<file path="config.mk">
export PLATFORM = sky130hd
export DESIGN_NAME = soft_rst_ctl
export DESIGN_NICKNAME = d
export VERILOG_FILES = /design/src/source/soc_pkg.sv /design/src/source/soft_rst_ctl.sv
export SDC_FILE = /design/constraint.sdc
export NUM_CORES = 1
export LEC_CHECK = 0
export BUFFER_PORTS_ARGS = -buffer_cell sky130_fd_sc_hd__buf_2
export CAP_MARGIN = 30
export CORE_UTILIZATION = 50
export CTS_BUF_LIST = sky130_fd_sc_hd__clkbuf_2
export CTS_CLUSTER_DIAMETER = 50
export CTS_CLUSTER_SIZE = 30
export DETAILED_ROUTE_END_ITERATION = 12
export GPL_ROUTABILITY_DRIVEN = 0
export HOLD_SLACK_MARGIN = 0.12
export PLACE_DENSITY = 0.93
export SLEW_MARGIN = 10
export SYNTH_ARGS = -nofsm -noshare
export SYNTH_HDL_FRONTEND = slang
export SYNTH_SLANG_ARGS = --single-unit
</file>
<file path="constraint.sdc">
create_clock -name clk -period 2.39 [get_ports clk]
set_input_delay 0.478 -clock clk [delete_from_list [all_inputs] [get_ports clk]]
set_output_delay 0.478 -clock clk [all_outputs]
set_load 0.02 [all_outputs]
</file>
<file path="src/source/soc_pkg.sv">
package soc_pkg;

   // bus geometry
   localparam int addr_w = 16;
   localparam int data_w = 32;
   localparam int strb_w = 4;

   // peripheral slave index
   localparam int slot_w = 3;
   localparam int n_slots = 2 ** slot_w;

   localparam logic [slot_w-1:0] slot_rst = 3'd0;
   localparam logic [slot_w-1:0] slot_uart = 3'd1;

   // uart register offsets
   localparam logic [1:0] uart_reg_data = 2'd0;
   localparam logic [1:0] uart_reg_status = 2'd1;

   // status register bits
   localparam int uart_stat_busy = 0;
   localparam int uart_stat_cts = 1;

   // one address word, decoded as memory or peripheral access
   typedef union packed {
      struct packed {
         logic        region;
         logic [12:0] word_idx;
         logic [1:0]  byte_off;
      } mem;
      struct packed {
         logic              region;
         logic [slot_w-1:0] slot;
         logic [7:0]        unused;
         logic [1:0]        reg_off;
         logic [1:0]        byte_off;
      } per;
   } soc_addr_u;

endpackage

</file>
<file path="src/source/soft_rst_ctl.sv">
`timescale 1ns/1ns

module soft_rst_ctl (
   input  logic                        clk,
   input  logic                        rst,
   input  logic                        valid,
   input  logic [0:0]                  wdata,
   input  logic                        write,
   output logic [soc_pkg::data_w-1:0]  rdata,
   output logic                        ready,
   output logic                        soft_rst
);

   logic       access;
   logic       issue;
   logic [7:0] rst_cnt;

   assign access = valid & ~ready;
   assign issue = access & write & wdata[0];

   // pulse lines up with the edge of ready
   always_ff @(posedge clk) begin
      if (rst) begin
         ready <= 1'b0;
         soft_rst <= 1'b0;
         rst_cnt <= '0;
      end else begin
         ready <= access;
         soft_rst <= issue;
         if (issue) begin
            rst_cnt <= rst_cnt + 8'd1;
         end
      end
   end

   // reads return the soft reset count
   always_ff @(posedge clk) begin
      if (access) begin
         rdata <= {{(soc_pkg::data_w-8){1'b0}}, rst_cnt};
      end
   end

endmodule

</file>
==> results.ini <==
[status]
outcome=finished, violations left
violations=design-rule violations

[synth]
yosysUniqueCellTypes=24
ys_seq_area_share_pct=50.1
syn_area_sq_um=878
avgSynthCellArea_sq_um=11.0
synth_cells=80
ys_seq_elements=18
yosys_warnings=0

[sta]
grt_setup_unrepaired=false
slew-limit-headroom_pct=55.6
final.period_utilization_pct=61.4
hold_viol_final=0
finClkSkew_ps=6.37
period_minus_slack_ps=1470
holdWs_ps=471
worst_pin_slew_ps=665
drv_slew=0
fin_ws_ps=922
fmax_mhz=681
tns_ps=0
setup_viol=0

[min_path]
min_path_type=reg -> reg
hold_depth=0

[power]
p_leak_nw=0.396
p_total_mw=0.516
power_density_mw_per_mm2=586
peakVddDrop_uv=201

[cells_and_area]
area_growth_pct=0.285
finalNetCount=102
finalInstanceArea_sq_um=881
diodes=0
utilization_pct=55.9
drive_above_1_share_pct=21.3
instances_no_fill=110

[placed_design]
dp_hpwl_microns=860
dp.cells=107
place_area_sq_um=866
portBuffers=14
place_ws_ps=823

[setup_path]
cp_data_arrival_time_ps=1690
cp_cell_sequence=ha_1, clkinv_1, or4_1, a21oi_1
critPathMaxFanout=6
cp-end-kind=flip-flop
critPathKind=reg -> reg
critPathTopFamily=simple AND/OR/NAND/NOR gates
worstRegToRegCells=4
critPathBufInv=1
slowest_stage=or4_1
startpoint_type=flip-flop
cp.required_ps=2610
slowest_delay_ps=520
path_depth=4

[routing]
drt_pass1_iterations=8
wirelength_mm=1.14
wl_per_cell_microns=10.4
vias=529
drt_iter0_markers=18
viasPerCell=4.81
ant_nets=0
drc=2

[clocking]
cts_hold_buf=0
cts_tree=yes
cts_buffer_depth=2
cts_sinks=18
cts_resized=0
cts_buffers=3
cts-root-buf=clkbuf_2
path_clk_slew_ps=140
post_cts_buffers=0
htreeDepth=1
clk_latency_ps=280

[global_routing]
grt_pass1_wl_mm=1.76
gr-total-overflow=0
grt_max_degree=15
grt_use_total_pct=12.7
grt_pass1_vias=428
antenna_found_initial=0

[job]
cap_violations=0

[floorplanning]
die-area_sq_mm=0.00193
initial_utilization_pct=55.7
die_h_microns=43.9
io_pins=39
fp.dieW_microns=43.9
std_cell_rows=14
core_sq_mm=0.00158

[report_power, final]
| group | internal, mW | switching (mW) |
|---|---|---|
| combinational | 0.0119 | 0.0574 |
| clock | 0.0342 | 0.0794 |
| sequential | 0.330 | 0.00333 |
| total | 0.376 | 0.140 |
[Yosys cell counts]
| cell | instances | area share, % |
|---|---|---|
| a21oi_1 | 5 | 2.8 |
| buf_2 | 1 | 0.57 |
| buf_4 | 24 | 21 |
| clkbuf_1 | 1 | 0.43 |
| clkinv_1 | 1 | 0.43 |
| conb_1 | 1 | 0.43 |
| dfxtp_1 | 10 | 23 |
| edfxtp_1 | 8 | 27 |
| ha_1 | 1 | 1.4 |
| inv_1 | 2 | 0.86 |
| mux2_1 | 1 | 1.3 |
| mux2i_1 | 1 | 1.1 |
| nand2_1 | 2 | 0.86 |
| nand3_1 | 1 | 0.57 |
| nand4_2 | 1 | 1.4 |
| nand4b_4 | 1 | 2.7 |
| nor2_1 | 4 | 1.7 |
| nor2b_1 | 3 | 2.1 |
| nor4_2 | 1 | 1.4 |
| o21ai_0 | 1 | 0.57 |
| o31ai_1 | 4 | 3.4 |
| or3_1 | 1 | 0.71 |
| or4_1 | 4 | 3.4 |
| xor2_1 | 1 | 1.0 |
[area by class of cell]
cell class / count / area, sq um
clock buffer: 3 / 15.0
timing repair buffer: 14 / 70.1
tap: 16 / 20.0
fill: 140 / 696
sequential: 18 / 440
multi-input combinational: 56 / 324
inverter: 3 / 11.3
[placed cells by master, fill, tap and decap left out, types with 3 or more instances in the layout]
cell	instances
nor2_1	4
edfxtp_1	8
a21oi_1	5
conb_1	24
clkbuf_2	3
nor2b_1	3
o31ai_1	4
dfxtp_1	10
or4_1	4
buf_2	14
[metal layers]
layer	track usage (%)	routed length [microns]
met5	0	0
met1	13.5	425
met4	9.09	15
met2	23.0	578
met3	1.25	122
[worst paths after layout]
kind,slack (ps),to,start
max,920,rst_cnt[6],rst_cnt[0]
min,470,rdata[7],rst_cnt[7]
max reg2reg,920,rst_cnt[6],rst_cnt[0]
min reg2reg,470,rdata[7],rst_cnt[7]
[kinds of logic after synthesis]
| family | share of synthesized area (%) |
|---|---|
| other cells | 0.427 |
| fa+ha+maj | 1.42 |
| buf+inv | 22.8 |
| simple gates | 15.0 |
| mux | 2.42 |
| xor+xnor | 0.997 |
| flops | 50.1 |
| compound gates | 6.84 |
[sequential cells by signal, summed over array words and instances (netlist names)]
signal and flops:
rst_cnt 8, soft_rst 1, ready 1, rdata 8
[worst reg2reg max path, stage by stage (launching register included)]
cell and delay, ps:
dfxtp_1 430, ha_1 180, clkinv_1 130, or4_1 520
a21oi_1 160
Note: power is estimated with default switching activity, not from simulation.
