**config.mk**
```make
export PLATFORM = sky130hd
export DESIGN_NAME = uart_tx_periph
export DESIGN_NICKNAME = d
export VERILOG_FILES = /design/src/source/soc_pkg.sv /design/src/source/uart_tx_periph.sv
export SDC_FILE = /design/constraint.sdc
export NUM_CORES = 1
export LEC_CHECK = 0
export BUFFER_PORTS_ARGS = -buffer_cell sky130_fd_sc_hd__buf_4
export CAP_MARGIN = 20
export CORE_MARGIN = 2
export CORE_UTILIZATION = 33
export DETAILED_ROUTE_END_ITERATION = 8
export GPL_TIMING_DRIVEN = 0
export SETUP_SLACK_MARGIN = 0.02
export SYNTH_ARGS = -nofsm -noshare
export SYNTH_HDL_FRONTEND = slang
export SYNTH_SLANG_ARGS = --single-unit
```
**constraint.sdc**
```tcl
create_clock -name clk -period 2.9 [get_ports clk]
set_input_delay 0.29 -clock clk [delete_from_list [all_inputs] [get_ports clk]]
set_output_delay 0.29 -clock clk [all_outputs]
set_load 0.05 [all_outputs]
```
**src/source/soc_pkg.sv**
```systemverilog
package soc_pkg;

   // bus geometry
   localparam int addr_w = 16;
   localparam int data_w = 32;
   localparam int strb_w = 4;

   // peripheral slave index
   localparam int slot_w = 3;
   localparam int n_slots = 2 ** slot_w;

   localparam logic [slot_w-1:0] slot_rst = 3'd0;
   localparam logic [slot_w-1:0] slot_uart = 3'd1;

   // uart register offsets
   localparam logic [1:0] uart_reg_data = 2'd0;
   localparam logic [1:0] uart_reg_status = 2'd1;

   // status register bits
   localparam int uart_stat_busy = 0;
   localparam int uart_stat_cts = 1;

   // one address word, decoded as memory or peripheral access
   typedef union packed {
      struct packed {
         logic        region;
         logic [12:0] word_idx;
         logic [1:0]  byte_off;
      } mem;
      struct packed {
         logic              region;
         logic [slot_w-1:0] slot;
         logic [7:0]        unused;
         logic [1:0]        reg_off;
         logic [1:0]        byte_off;
      } per;
   } soc_addr_u;

endpackage

```
**src/source/uart_tx_periph.sv**
```systemverilog
`timescale 1ns/1ns

module uart_tx_periph #(
   parameter int BAUD_DIV = 8
) (
   input  logic                        clk,
   input  logic                        rst,
   input  logic                        valid,
   input  logic [1:0]                  reg_sel,
   input  logic [7:0]                  wdata,
   input  logic                        write,
   output logic [soc_pkg::data_w-1:0]  rdata,
   output logic                        ready,
   output logic                        txd,
   input  logic                        cts
);

   localparam int div_w = (BAUD_DIV > 1) ? $clog2(BAUD_DIV) : 1;
   localparam logic [div_w-1:0] div_last = div_w'(BAUD_DIV - 1);

   logic             access;
   logic             start;
   logic             busy;
   logic             bit_end;
   logic [9:0]       shreg;
   logic [3:0]       bit_cnt;
   logic [div_w-1:0] div_cnt;

   assign access = valid & ~ready;

   // writes while busy or with cts low are dropped
   assign start = access & write & (reg_sel == soc_pkg::uart_reg_data) & ~busy & cts;

   assign bit_end = (div_cnt == div_last);

   // idle line is high
   assign txd = busy ? shreg[0] : 1'b1;

   always_ff @(posedge clk) begin
      ready <= access;
      if (access) begin
         rdata <= '0;
         if (reg_sel == soc_pkg::uart_reg_status) begin
            rdata[soc_pkg::uart_stat_busy] <= busy;
            rdata[soc_pkg::uart_stat_cts] <= cts;
         end
      end
   end

   always_ff @(posedge clk) begin
      if (rst) begin
         busy <= 1'b0;
         bit_cnt <= '0;
         div_cnt <= '0;
      end else if (start) begin
         busy <= 1'b1;
         bit_cnt <= '0;
         div_cnt <= '0;
      end else if (busy) begin
         if (bit_end) begin
            div_cnt <= '0;
            // stop bit done
            if (bit_cnt == 4'd9) begin
               busy <= 1'b0;
            end else begin
               bit_cnt <= bit_cnt + 4'd1;
            end
         end else begin
            div_cnt <= div_cnt + 1'b1;
         end
      end
   end

   // stop, data lsb first, start
   always_ff @(posedge clk) begin
      if (start) begin
         shreg <= {1'b1, wdata, 1'b0};
      end else if (busy && bit_end) begin
         shreg <= {1'b1, shreg[9:1]};
      end
   end

endmodule
```
==> impl_metrics.env <==
export IMPL_cts_root_buf="clkbuf_4"
export IMPL_synthCells=109
export IMPL_wl_per_cell_um=9.32
export IMPL_cts_tree="yes"
export IMPL_maxCapViolCount=0
export IMPL_ys_ff_latch=20
export IMPL_cts_resized=0
export IMPL_yosysSeqAreaShare_pct=42.4
export IMPL_path_clk_slew_ns=0.11
export IMPL_hold_path_end="shreg[8]"
export IMPL_cts_buffers=3
export IMPL_post_cts_buffers=0
export IMPL_final_nets=180
export IMPL_drt_iter0_drc=24
export IMPL_rows=21
export IMPL_drc=0
export IMPL_clockBufferDepth=2
export IMPL_port_buffers=17
export IMPL_drive_above_1_share_pct=34.6
export IMPL_required_ns=3.13
export IMPL_diodes=0
export IMPL_start_kind="register"
export IMPL_vias=826
export IMPL_clk_latency_ns=0.30
export IMPL_clock_sinks=20
export IMPL_dr_pass1_iters=5
export IMPL_fin_util_pct=44.3
export IMPL_cp_arrival_ns=1.91
export IMPL_syn_cell_area_um2=1180
export IMPL_die_x_um=63.8
export IMPL_worstSetupPathType="register to register"
export IMPL_h_tree_depth=1
export IMPL_grtUsageTotal_pct=10.1
export IMPL_viasPerCell=4.03
export IMPL_fin_tns_setup_ns=0
export IMPL_status="finished clean"
export IMPL_yosys_top_cells_area="edfxtp_1 25%, buf_4 19%, dfxtp_1 17%"
export IMPL_crit_slowest_cell="dfxtp_1"
export IMPL_cp_slowest_stage_delay_ns=0.37
export IMPL_synth_area_leader_cell="edfxtp_1"
export IMPL_rsz0062_at_grt="no"
export IMPL_synth_top_area_share_pct=25.4
export IMPL_yosysUniqueCellTypes=33
export IMPL_setup_viol_count_final=0
export IMPL_io_pins=49
export IMPL_hold_viol_final=0
export IMPL_grt_overflow=0
export IMPL_hold_path_class="input pin to register"
export IMPL_r2r_cells=6
export IMPL_p_leak_nw=0.726
export IMPL_die_y_um=63.8
export IMPL_r2r_setup_slack_ns=1.22
export IMPL_worst_clock_skew_ns=0.00682
export IMPL_worst_path_max_fanout=10
export IMPL_holdPathStages=2
export IMPL_area_growth_pct=27.1
export IMPL_p_per_area_nw_per_um2=401
export IMPL_syn_area_per_cell_um2=10.8
export IMPL_start_util_pct=34.8
export IMPL_irDropWorstVdd_v=0.000107
export IMPL_fin_crit_ns=1.68
export IMPL_maxSlewViolCount=0
export IMPL_grt_pass1_vias=778
export IMPL_grt_antenna_before_repair=0
export IMPL_min_from="wdata[7]"
export IMPL_end_kind="register"
export IMPL_regToRegStartpoint="div_cnt[0]"
export IMPL_holdBufCountCts=0
export IMPL_antenna_left=0
export IMPL_ys_warn_count=0
export IMPL_reg2reg_to="bit_cnt[1]"
export IMPL_grt_pass1_wl_mm=3.26
export IMPL_crit_top_cell="ha_1"
export IMPL_gp_congestion=0.737
export IMPL_core_um2=3390
export IMPL_grt_max_degree=12
export IMPL_path_cells="ha_1, ha_1, and2_1, clkbuf_1, a21oi_1, nor4_4"
export IMPL_startpoint="div_cnt[0]"
export IMPL_wl_mm=1.91
export IMPL_fmax_ghz=0.595
export IMPL_dp_hpwl_mm=1.45
export IMPL_dieArea_um2=4070
export IMPL_finalCritPeriodShare_pct=57.9
==> per-layer routing <==
layer,routed length [µm],GRT usage (%),part of all wire [%],vias up
met4,40,4.89,2.1,0
met5,0,0,0,-
li1,-,-,-,428
met2,856,16.3,45,35
met1,833,12.1,44,359
met3,179,3.17,9.4,4
==> layout make-up <==
type | instances | area [µm²]
multi-input cells | 81 | 507
plain buffers | 35 | 275
clock buffers | 4 | 26.3
fillers | 323 | 1890
inverters | 2 | 7.51
well taps | 46 | 57.6
flip-flops and latches | 20 | 500
repair buffers | 17 | 128
==> through the flow <==
stage	hold WS [ns]	total power [mW]	cell area (µm²)	std cells	worst slack (ns)
2_1_floorplan	0.430	0.450	1290	138	1.21
3_3_place_gp	0.439	0.469	1480	201	1.18
3_5_place_dp	0.444	0.470	1480	201	1.14
4_1_cts	0.250	0.607	1500	205	1.18
5_1_grt	0.245	0.631	1500	205	1.05
6_report	0.250	0.602	1500	205	1.22
==> worst max-delay path by stage <==
stage                       to  slack [ns]  cells after the start
detailed placement    shreg[8]        1.14                      5
CTS                 bit_cnt[1]        1.18                      6
finish              bit_cnt[1]        1.22                      6
global route        bit_cnt[1]        1.05                      6
floorplan             shreg[1]        1.21                      4
global placement      shreg[8]        1.18                      5
==> logic make-up (layout without fill, tap and decap cells) <==
group           Yosys count  count (layout)  synth area share (%)
flops                    20              20                  42.4
compound gates           19              19                  11.7
simple gates             25              25                  14.7
mux                       2               2                  1.69
fa+ha+maj                 5               5                  5.30
other cells               1              30                 0.317
buf+inv                  37              58                  23.9
==> registers in the layout, indices dropped and copies added (netlist names) <==
signal / count
shreg: 9
rdata: 2
div_cnt: 3
busy: 1
bit_cnt: 4
ready: 1
==> cells in the mapped netlist <==
| cell | n |
|---|---|
| a211oi_1 | 2 |
| a21o_1 | 1 |
| a21oi_1 | 5 |
| a22o_1 | 7 |
| a2bb2oi_1 | 1 |
| and2_1 | 1 |
| and3_1 | 1 |
| and3b_1 | 2 |
| and4b_1 | 1 |
| buf_1 | 1 |
| buf_12 | 1 |
| buf_4 | 30 |
| buf_6 | 2 |
| clkbuf_1 | 1 |
| conb_1 | 1 |
| dfxtp_1 | 10 |
| edfxtp_1 | 10 |
| ha_1 | 5 |
| inv_1 | 2 |
| mux2i_1 | 2 |
| nand2_1 | 4 |
| nand2b_1 | 1 |
| nand3_1 | 2 |
| nand3b_1 | 1 |
| nor2b_1 | 1 |
| nor3_1 | 4 |
| nor3b_1 | 2 |
| nor3b_2 | 1 |
| nor4_4 | 1 |
| o21ai_0 | 2 |
| o21ba_1 | 1 |
| or2b_1 | 1 |
| or3_1 | 2 |
==> cell usage in the layout (no fill, tap or decap), drive strengths merged, types with 2 or more instances in the layout <==
cell,synthesis,routed
buf,34,51
nand2,4,4
edfxtp,10,10
conb,1,30
nand3,2,2
a21oi,5,5
mux2i,2,2
and3b,2,2
a211oi,2,2
clkbuf,1,5
o21ai,2,2
a22o,7,7
dfxtp,10,10
nor3b,3,3
nor3,4,4
inv,2,2
ha,5,5
or3,2,2
==> power by group <==
part | internal (mW) | switching (mW) | leakage (nW)
logic | 0.0492 | 0.111 | 0.550
registers | 0.302 | 0.00287 | 0.161
clock network | 0.0536 | 0.0828 | 0.0150
total | 0.405 | 0.196 | 0.726
==> critical path: cells and delay by family, from the launching register on <==
family          cells  cell delay [ns]
compound gates      1             0.17
fa+ha+maj           2             0.41
simple gates        2             0.30
buf+inv             1             0.35
flops               1             0.37
No activity file was read; power rests on OpenSTA's default activity.
