$ cat src/source/soc_pkg.sv
package soc_pkg;

   // bus geometry
   localparam int addr_w = 16;
   localparam int data_w = 32;
   localparam int strb_w = 4;

   // peripheral slave index
   localparam int slot_w = 3;
   localparam int n_slots = 2 ** slot_w;

   localparam logic [slot_w-1:0] slot_rst = 3'd0;
   localparam logic [slot_w-1:0] slot_uart = 3'd1;

   // uart register offsets
   localparam logic [1:0] uart_reg_data = 2'd0;
   localparam logic [1:0] uart_reg_status = 2'd1;

   // status register bits
   localparam int uart_stat_busy = 0;
   localparam int uart_stat_cts = 1;

   // one address word, decoded as memory or peripheral access
   typedef union packed {
      struct packed {
         logic        region;
         logic [12:0] word_idx;
         logic [1:0]  byte_off;
      } mem;
      struct packed {
         logic              region;
         logic [slot_w-1:0] slot;
         logic [7:0]        unused;
         logic [1:0]        reg_off;
         logic [1:0]        byte_off;
      } per;
   } soc_addr_u;

endpackage

$ cat src/source/soc_addr_decode.sv
`timescale 1ns/1ns

module soc_addr_decode (
   input  logic                                         clk,
   input  logic                                         rst,
   input  logic                                         valid,
   input  soc_pkg::soc_addr_u                           addr,
   output logic                                         ready,
   output logic [soc_pkg::data_w-1:0]                   rdata,
   output logic                                         sram_valid,
   input  logic                                         sram_ready,
   input  logic [soc_pkg::data_w-1:0]                   sram_rdata,
   output logic [soc_pkg::n_slots-1:0]                  slot_valid,
   input  logic [soc_pkg::n_slots-1:0]                  slot_ready,
   input  logic [soc_pkg::n_slots*soc_pkg::data_w-1:0]  slot_rdata
);

   logic populated;
   logic empty_valid;
   logic empty_ready;

   // only the reset controller and the uart sit on the slot bus
   assign populated = (addr.per.slot == soc_pkg::slot_rst) ||
                      (addr.per.slot == soc_pkg::slot_uart);

   always_comb begin
      sram_valid = 1'b0;
      slot_valid = '0;
      empty_valid = 1'b0;
      ready = sram_ready;
      rdata = sram_rdata;
      if (addr.mem.region) begin
         if (populated) begin
            slot_valid[addr.per.slot] = valid;
            ready = slot_ready[addr.per.slot];
            rdata = slot_rdata[addr.per.slot*soc_pkg::data_w +: soc_pkg::data_w];
         end else begin
            // empty slot answered locally with zero data
            empty_valid = valid;
            ready = empty_ready;
            rdata = '0;
         end
      end else begin
         sram_valid = valid;
      end
   end

   // one-cycle responder for unpopulated slots
   always_ff @(posedge clk) begin
      if (rst) begin
         empty_ready <= 1'b0;
      end else begin
         empty_ready <= empty_valid & ~empty_ready;
      end
   end

endmodule

$ cat config.mk
export PLATFORM = sky130hd
export DESIGN_NAME = soc_addr_decode
export DESIGN_NICKNAME = d
export VERILOG_FILES = /design/src/source/soc_pkg.sv /design/src/source/soc_addr_decode.sv
export SDC_FILE = /design/constraint.sdc
export NUM_CORES = 1
export LEC_CHECK = 0
export BUFFER_PORTS_ARGS = -buffer_cell sky130_fd_sc_hd__buf_2
export CAP_MARGIN = 20
export CORE_AREA = 4 4 136 138
export DETAILED_ROUTE_END_ITERATION = 8
export DIE_AREA = 0 0 140 142
export SLEW_MARGIN = 5
export SYNTH_ARGS = -nofsm -noshare
export SYNTH_HDL_FRONTEND = slang
export SYNTH_SLANG_ARGS = --single-unit
$ cat constraint.sdc
create_clock -name clk -period 2.8 [get_ports clk]
set_clock_uncertainty 0.1 [all_clocks]
set_input_delay 0.14 -clock clk [delete_from_list [all_inputs] [get_ports clk]]
set_output_delay 0.14 -clock clk [all_outputs]
set_load 0.005 [all_outputs]
==> reports/qor.yml, run 1 <==
status:
  status: "finished clean"
die:
  die_y_um: 142
  die-area_mm2: 0.0199
  die_x_um: 140
  initial_core_util_pct: 5.13
  num_io_pins: 358
  row_count: 48
  core_mm2: 0.0172
yosys:
  yosys.area_share.simple_pct: 5.68
  seq_area_frac_synth_pct: 2.27
  synth.distinct_cells: 18
  yosysMostFrequentCell: "mux2i_1"
  synthArstFlopShare_pct: 0
  synth_top_family_by_area: "multiplexers"
  syn_area_um2: 881
  yosys.area.top_type: "mux2i_1"
  synth_compound_area_share_pct: 25.9
  synth_flop_cell: "dfxtp_1"
  synth_edf_count: 0
  ys_ff_latch: 1
  synth_xor_area_share_pct: 0
  synth_area_per_cell_um2: 6.94
  synth_adder_area_share_pct: 0
  netlist.area_leader.share_pct: 37.5
  synthCells: 127
  netlist_top_cells_count: "mux2i_1, inv_1, o22ai_1"
  ys_top_cells_by_area: "mux2i_1, o22ai_1, inv_1, buf_4, buf_6"
  yosys_warnings: 0
  synthMuxAreaShare_pct: 37.5
global_route:
  grt.total_usage_pct: 5.39
  busiest_layer: "met2"
  grt_max_degree: 38
  grtUsageMet2_pct: 7.98
  antenna_found_initial: 12
  use_met1_pct: 6.87
  met3_usage_pct: 3.83
  grt_pass1_vias: 1347
  gr-total-overflow: 0
  grt_pass1_wl_um: 8080
place:
  io_buffers: 141
  place_congestion: 0.686
  dp_hpwl_um: 5360
  pre_cts_slack_ps: 871
  dp_cells: 484
routing:
  first_pass_iters: 4
  remaining_drc_errors: 0
  vias: 1411
  routed_wl_um: 5970
  wl_per_cell_um: 12.3
  viasPerCell: 2.92
  ant_nets: 0
  drt-initial-drc-count: 24
sta:
  fmax_mhz: 534
  tightest_slew_ps: 684
  grt_setup_unrepaired: "false"
  setup_viol: 0
  finalHoldViolCount: 0
  maxSlewHeadroom_pct: 54.4
  period_needed_ps: 1870
  setup_ws_ps: 926
  setup-tns-final_ps: 0
  fin_crit_sh_pct: 66.9
  slew_viol_final: 0
cells_and_area:
  largest_reg_flops: 1
  fin_nets: 577
  fill_cells: 2029
  multi_input_comb_area_um2: 631
  final_util_pct: 10.4
  largest_registers: "empty_ready x1"
  area_growth_pct: 103
  top_register: "empty_ready"
  drive_above_1_share_pct: 56.8
  seq_area_um2: 20.0
  antennaDiodeCount: 0
  layout.cells.non_filler: 484
job:
  max_cap_viol_count: 0
cts:
  hold_buffers: 0
  post_cts_resized: 0
  cts_setup_buffers: 0
  clk_pin_slew_ps: 0
  insertion_delay_ps: 0
critical_path:
  crit_type: "input pin to output pin"
  r2r-start: "empty_ready$_SDFF_PP0_"
  crit_path_max_fanout: 18
  start_kind: "input pin"
  cp-startpoint: "addr[14]"
  r2r_slack_ps: 2070
  cp_data_required_time_ps: 2560
  arrival_ps: 1630
  worstSetupEndpointType: "output pin"
power_and_ir_drop:
  leakage_nw: 1.06
  p_per_area_mw_per_mm2: 133
  peakVddDrop_uv: 125
min_path:
  worstHoldStart: "rst"
  hold_path_class: "input pin to register"
==> layer usage <==
metal	part of all wire, %	up-vias
met3	19	20
li1	-	701
met4	0.49	20
met1	40	558
met5	2.3	-
met2	38	112
==> metrics by stage <==
step | cell area (um^2) | hold WS (ps) | total power, W
4_1_cts | 1790 | 222 | 0.000244
2_1_floorplan | 900 | 118 | 0.000124
3_3_place_gp | 1790 | 219 | 0.000240
5_1_grt | 1790 | 245 | 0.000266
6_report | 1790 | 218 | 0.000237
3_5_place_dp | 1790 | 222 | 0.000243
==> placed cells by master, fill, tap and decap left out <==
| cell | count |
|---|---|
| inv_1 | 32 |
| dfxtp_1 | 1 |
| nor2_1 | 1 |
| nor4_1 | 2 |
| nand2b_1 | 1 |
| buf_4 | 4 |
| o22ai_2 | 2 |
| mux2i_1 | 33 |
| nand2_1 | 1 |
| conb_1 | 6 |
| o22ai_1 | 30 |
| or3b_1 | 1 |
| and4_1 | 1 |
| buf_2 | 141 |
| nor2b_1 | 1 |
| o211ai_1 | 2 |
==> kinds of logic after synthesis <==
group / after synthesis
mux: 33
simple gates: 8
other cells: 1
compound gates: 34
buf+inv: 50
flops: 1
==> power breakdown <==
group          switching (W)  internal (W)  total [W]
clock                      0             0          0
sequential       0.000000243     0.0000151  0.0000153
combinational       0.000101      0.000121   0.000222
==> cell type report <==
cell class / count / share of cell area [%]
Inverter: 32 / 6.72
Sequential cell: 1 / 1.12
Tap cell: 225 / 15.7
Timing Repair Buffer: 145 / 41.1
Multi-Input combinational cell: 81 / 35.3
==> critical path: stages <==
cell and delay (ps):
buf_2 120, or3b_1 680, buf_4 340, o211ai_1 180, buf_2 160
==> worst paths after layout <==
kind	depth (start not counted)	to
hold reg to reg	1	empty_ready$_SDFF_PP0_
setup / recovery	5	ready
hold / removal	2	empty_ready$_SDFF_PP0_
setup reg to reg	1	empty_ready$_SDFF_PP0_
Power figures use the tool's default switching activity.
==> run 2: changes to the inputs <==
- clock period: 2.8 -> 1.9 ns (I/O delays scaled with it)
==> reports/qor.yml, run 2 (same netlist as run 1, synthesis figures left out) <==
status:
  status: "finished clean"
place:
  io_buffers: 141
  dp_cells: 484
  dp_hpwl_um: 5360
  place_congestion: 0.672
  placed_cell_area_mm2: 0.00180
  pre_cts_slack_ps: 498
cells_and_area:
  fill_cells: 2047
  top_register: "empty_ready"
  multi_input_comb_area_um2: 631
  most-common-layout-cells: "buf_2, mux2i_1, inv_1"
  antennaDiodeCount: 0
  drive_above_1_share_pct: 56.8
  layout.cells.non_filler: 484
  largest_registers: "empty_ready x1"
  fin_area_mm2: 0.00180
  area_growth_pct: 104
  largest_reg_flops: 1
  seq_area_um2: 20.0
  fin_nets: 577
  layout_commonest_cell: "buf_2"
critical_path:
  path_buf_inv: 3
  slowest_stage: "or3b_1"
  cp_data_required_time_ps: 1700
  worstSetupEndpointType: "output pin"
  arrival_ps: 1170
  cp_top_family: "buffers and inverters"
  cpMostUsedCell: "buf_2"
  crit_type: "input pin to output pin"
  start_kind: "input pin"
  crit_path_max_fanout: 16
  crit_path_max_incr_delay_ps: 400
  path_cells: "buf_2 > or3b_1 > buf_4 > o211ai_1 > buf_2"
routing:
  ant_nets: 0
  routed_wl_um: 6060
  remaining_drc_errors: 0
  viasPerCell: 3.01
  drt-initial-drc-count: 23
  wl_per_cell_um: 12.5
  vias: 1455
  first_pass_iters: 4
sta:
  setup_ws_ps: 535
  grt_setup_unrepaired: "false"
  setup-tns-final_ps: 0
  fin_crit_sh_pct: 71.9
  period_needed_ps: 1370
  slew_viol_final: 0
  setup_viol: 0
  fmax_mhz: 732
  finalHoldViolCount: 0
cts:
  clk_pin_slew_ps: 0
  cts_setup_buffers: 0
  hold_buffers: 0
  post_cts_resized: 0
  insertion_delay_ps: 0
die:
  row_count: 48
  die-area_mm2: 0.0199
  die_x_um: 140
  initial_core_util_pct: 5.13
  die_y_um: 142
  num_io_pins: 358
  core_mm2: 0.0172
global_route:
  grt_pass1_wl_um: 8160
  grt.total_usage_pct: 5.46
  grt_pass1_vias: 1367
  gr-total-overflow: 0
  antenna_found_initial: 13
  grt_max_degree: 38
power_and_ir_drop:
  leakage_nw: 1.06
  peakVddDrop_uv: 121
  power.total_w: 0.000355
  p_per_area_mw_per_mm2: 197
job:
  max_cap_viol_count: 0
min_path:
  hold_path_class: "input pin to register"
## run 2: final timing paths
kind                           from                      to  slack, ps  depth (start not counted)
max                        addr[14]                   ready        530                          5
min                             rst  empty_ready$_SDFF_PP0_        170                          2
max reg2reg  empty_ready$_SDFF_PP0_  empty_ready$_SDFF_PP0_       1170                          1
min reg2reg  empty_ready$_SDFF_PP0_  empty_ready$_SDFF_PP0_        310                          1
## run 2: metal layers
metal | GRT usage, % | wire length (um) | part of all wire, % | vias up
met5 | 0 | 130 | 2.1 | -
met4 | 0.408 | 97 | 1.6 | 22
met3 | 4.00 | 1120 | 19 | 26
met2 | 8.05 | 2340 | 39 | 114
met1 | 6.74 | 2370 | 39 | 589
li1 | - | - | - | 704
## run 2: per-stage QoR
stage / util, % / hold slack (ps)
finish: 10.5 / 173
global route: 10.5 / 200
CTS: 10.5 / 176
detailed placement: 10.5 / 175
global placement: 10.5 / 173
floorplan: - / 72.6
## run 2: power by group
group / total (W) / leakage, nW / internal, W / switching, W
logic: 0.000333 / 1.06 / 0.000182 / 0.000151
registers: 0.0000226 / 0.00817 / 0.0000222 / 0.000000349
clock network: 0 / 0 / 0 / 0
total: 0.000355 / 1.06 / 0.000204 / 0.000151
## run 2: final cells by class
class,instances,share of cell area (%)
Timing Repair Buffer,145,41.6
Tap cell,225,15.6
Inverter,32,6.67
Sequential cell,1,1.11
Multi-Input combinational cell,81,35.0
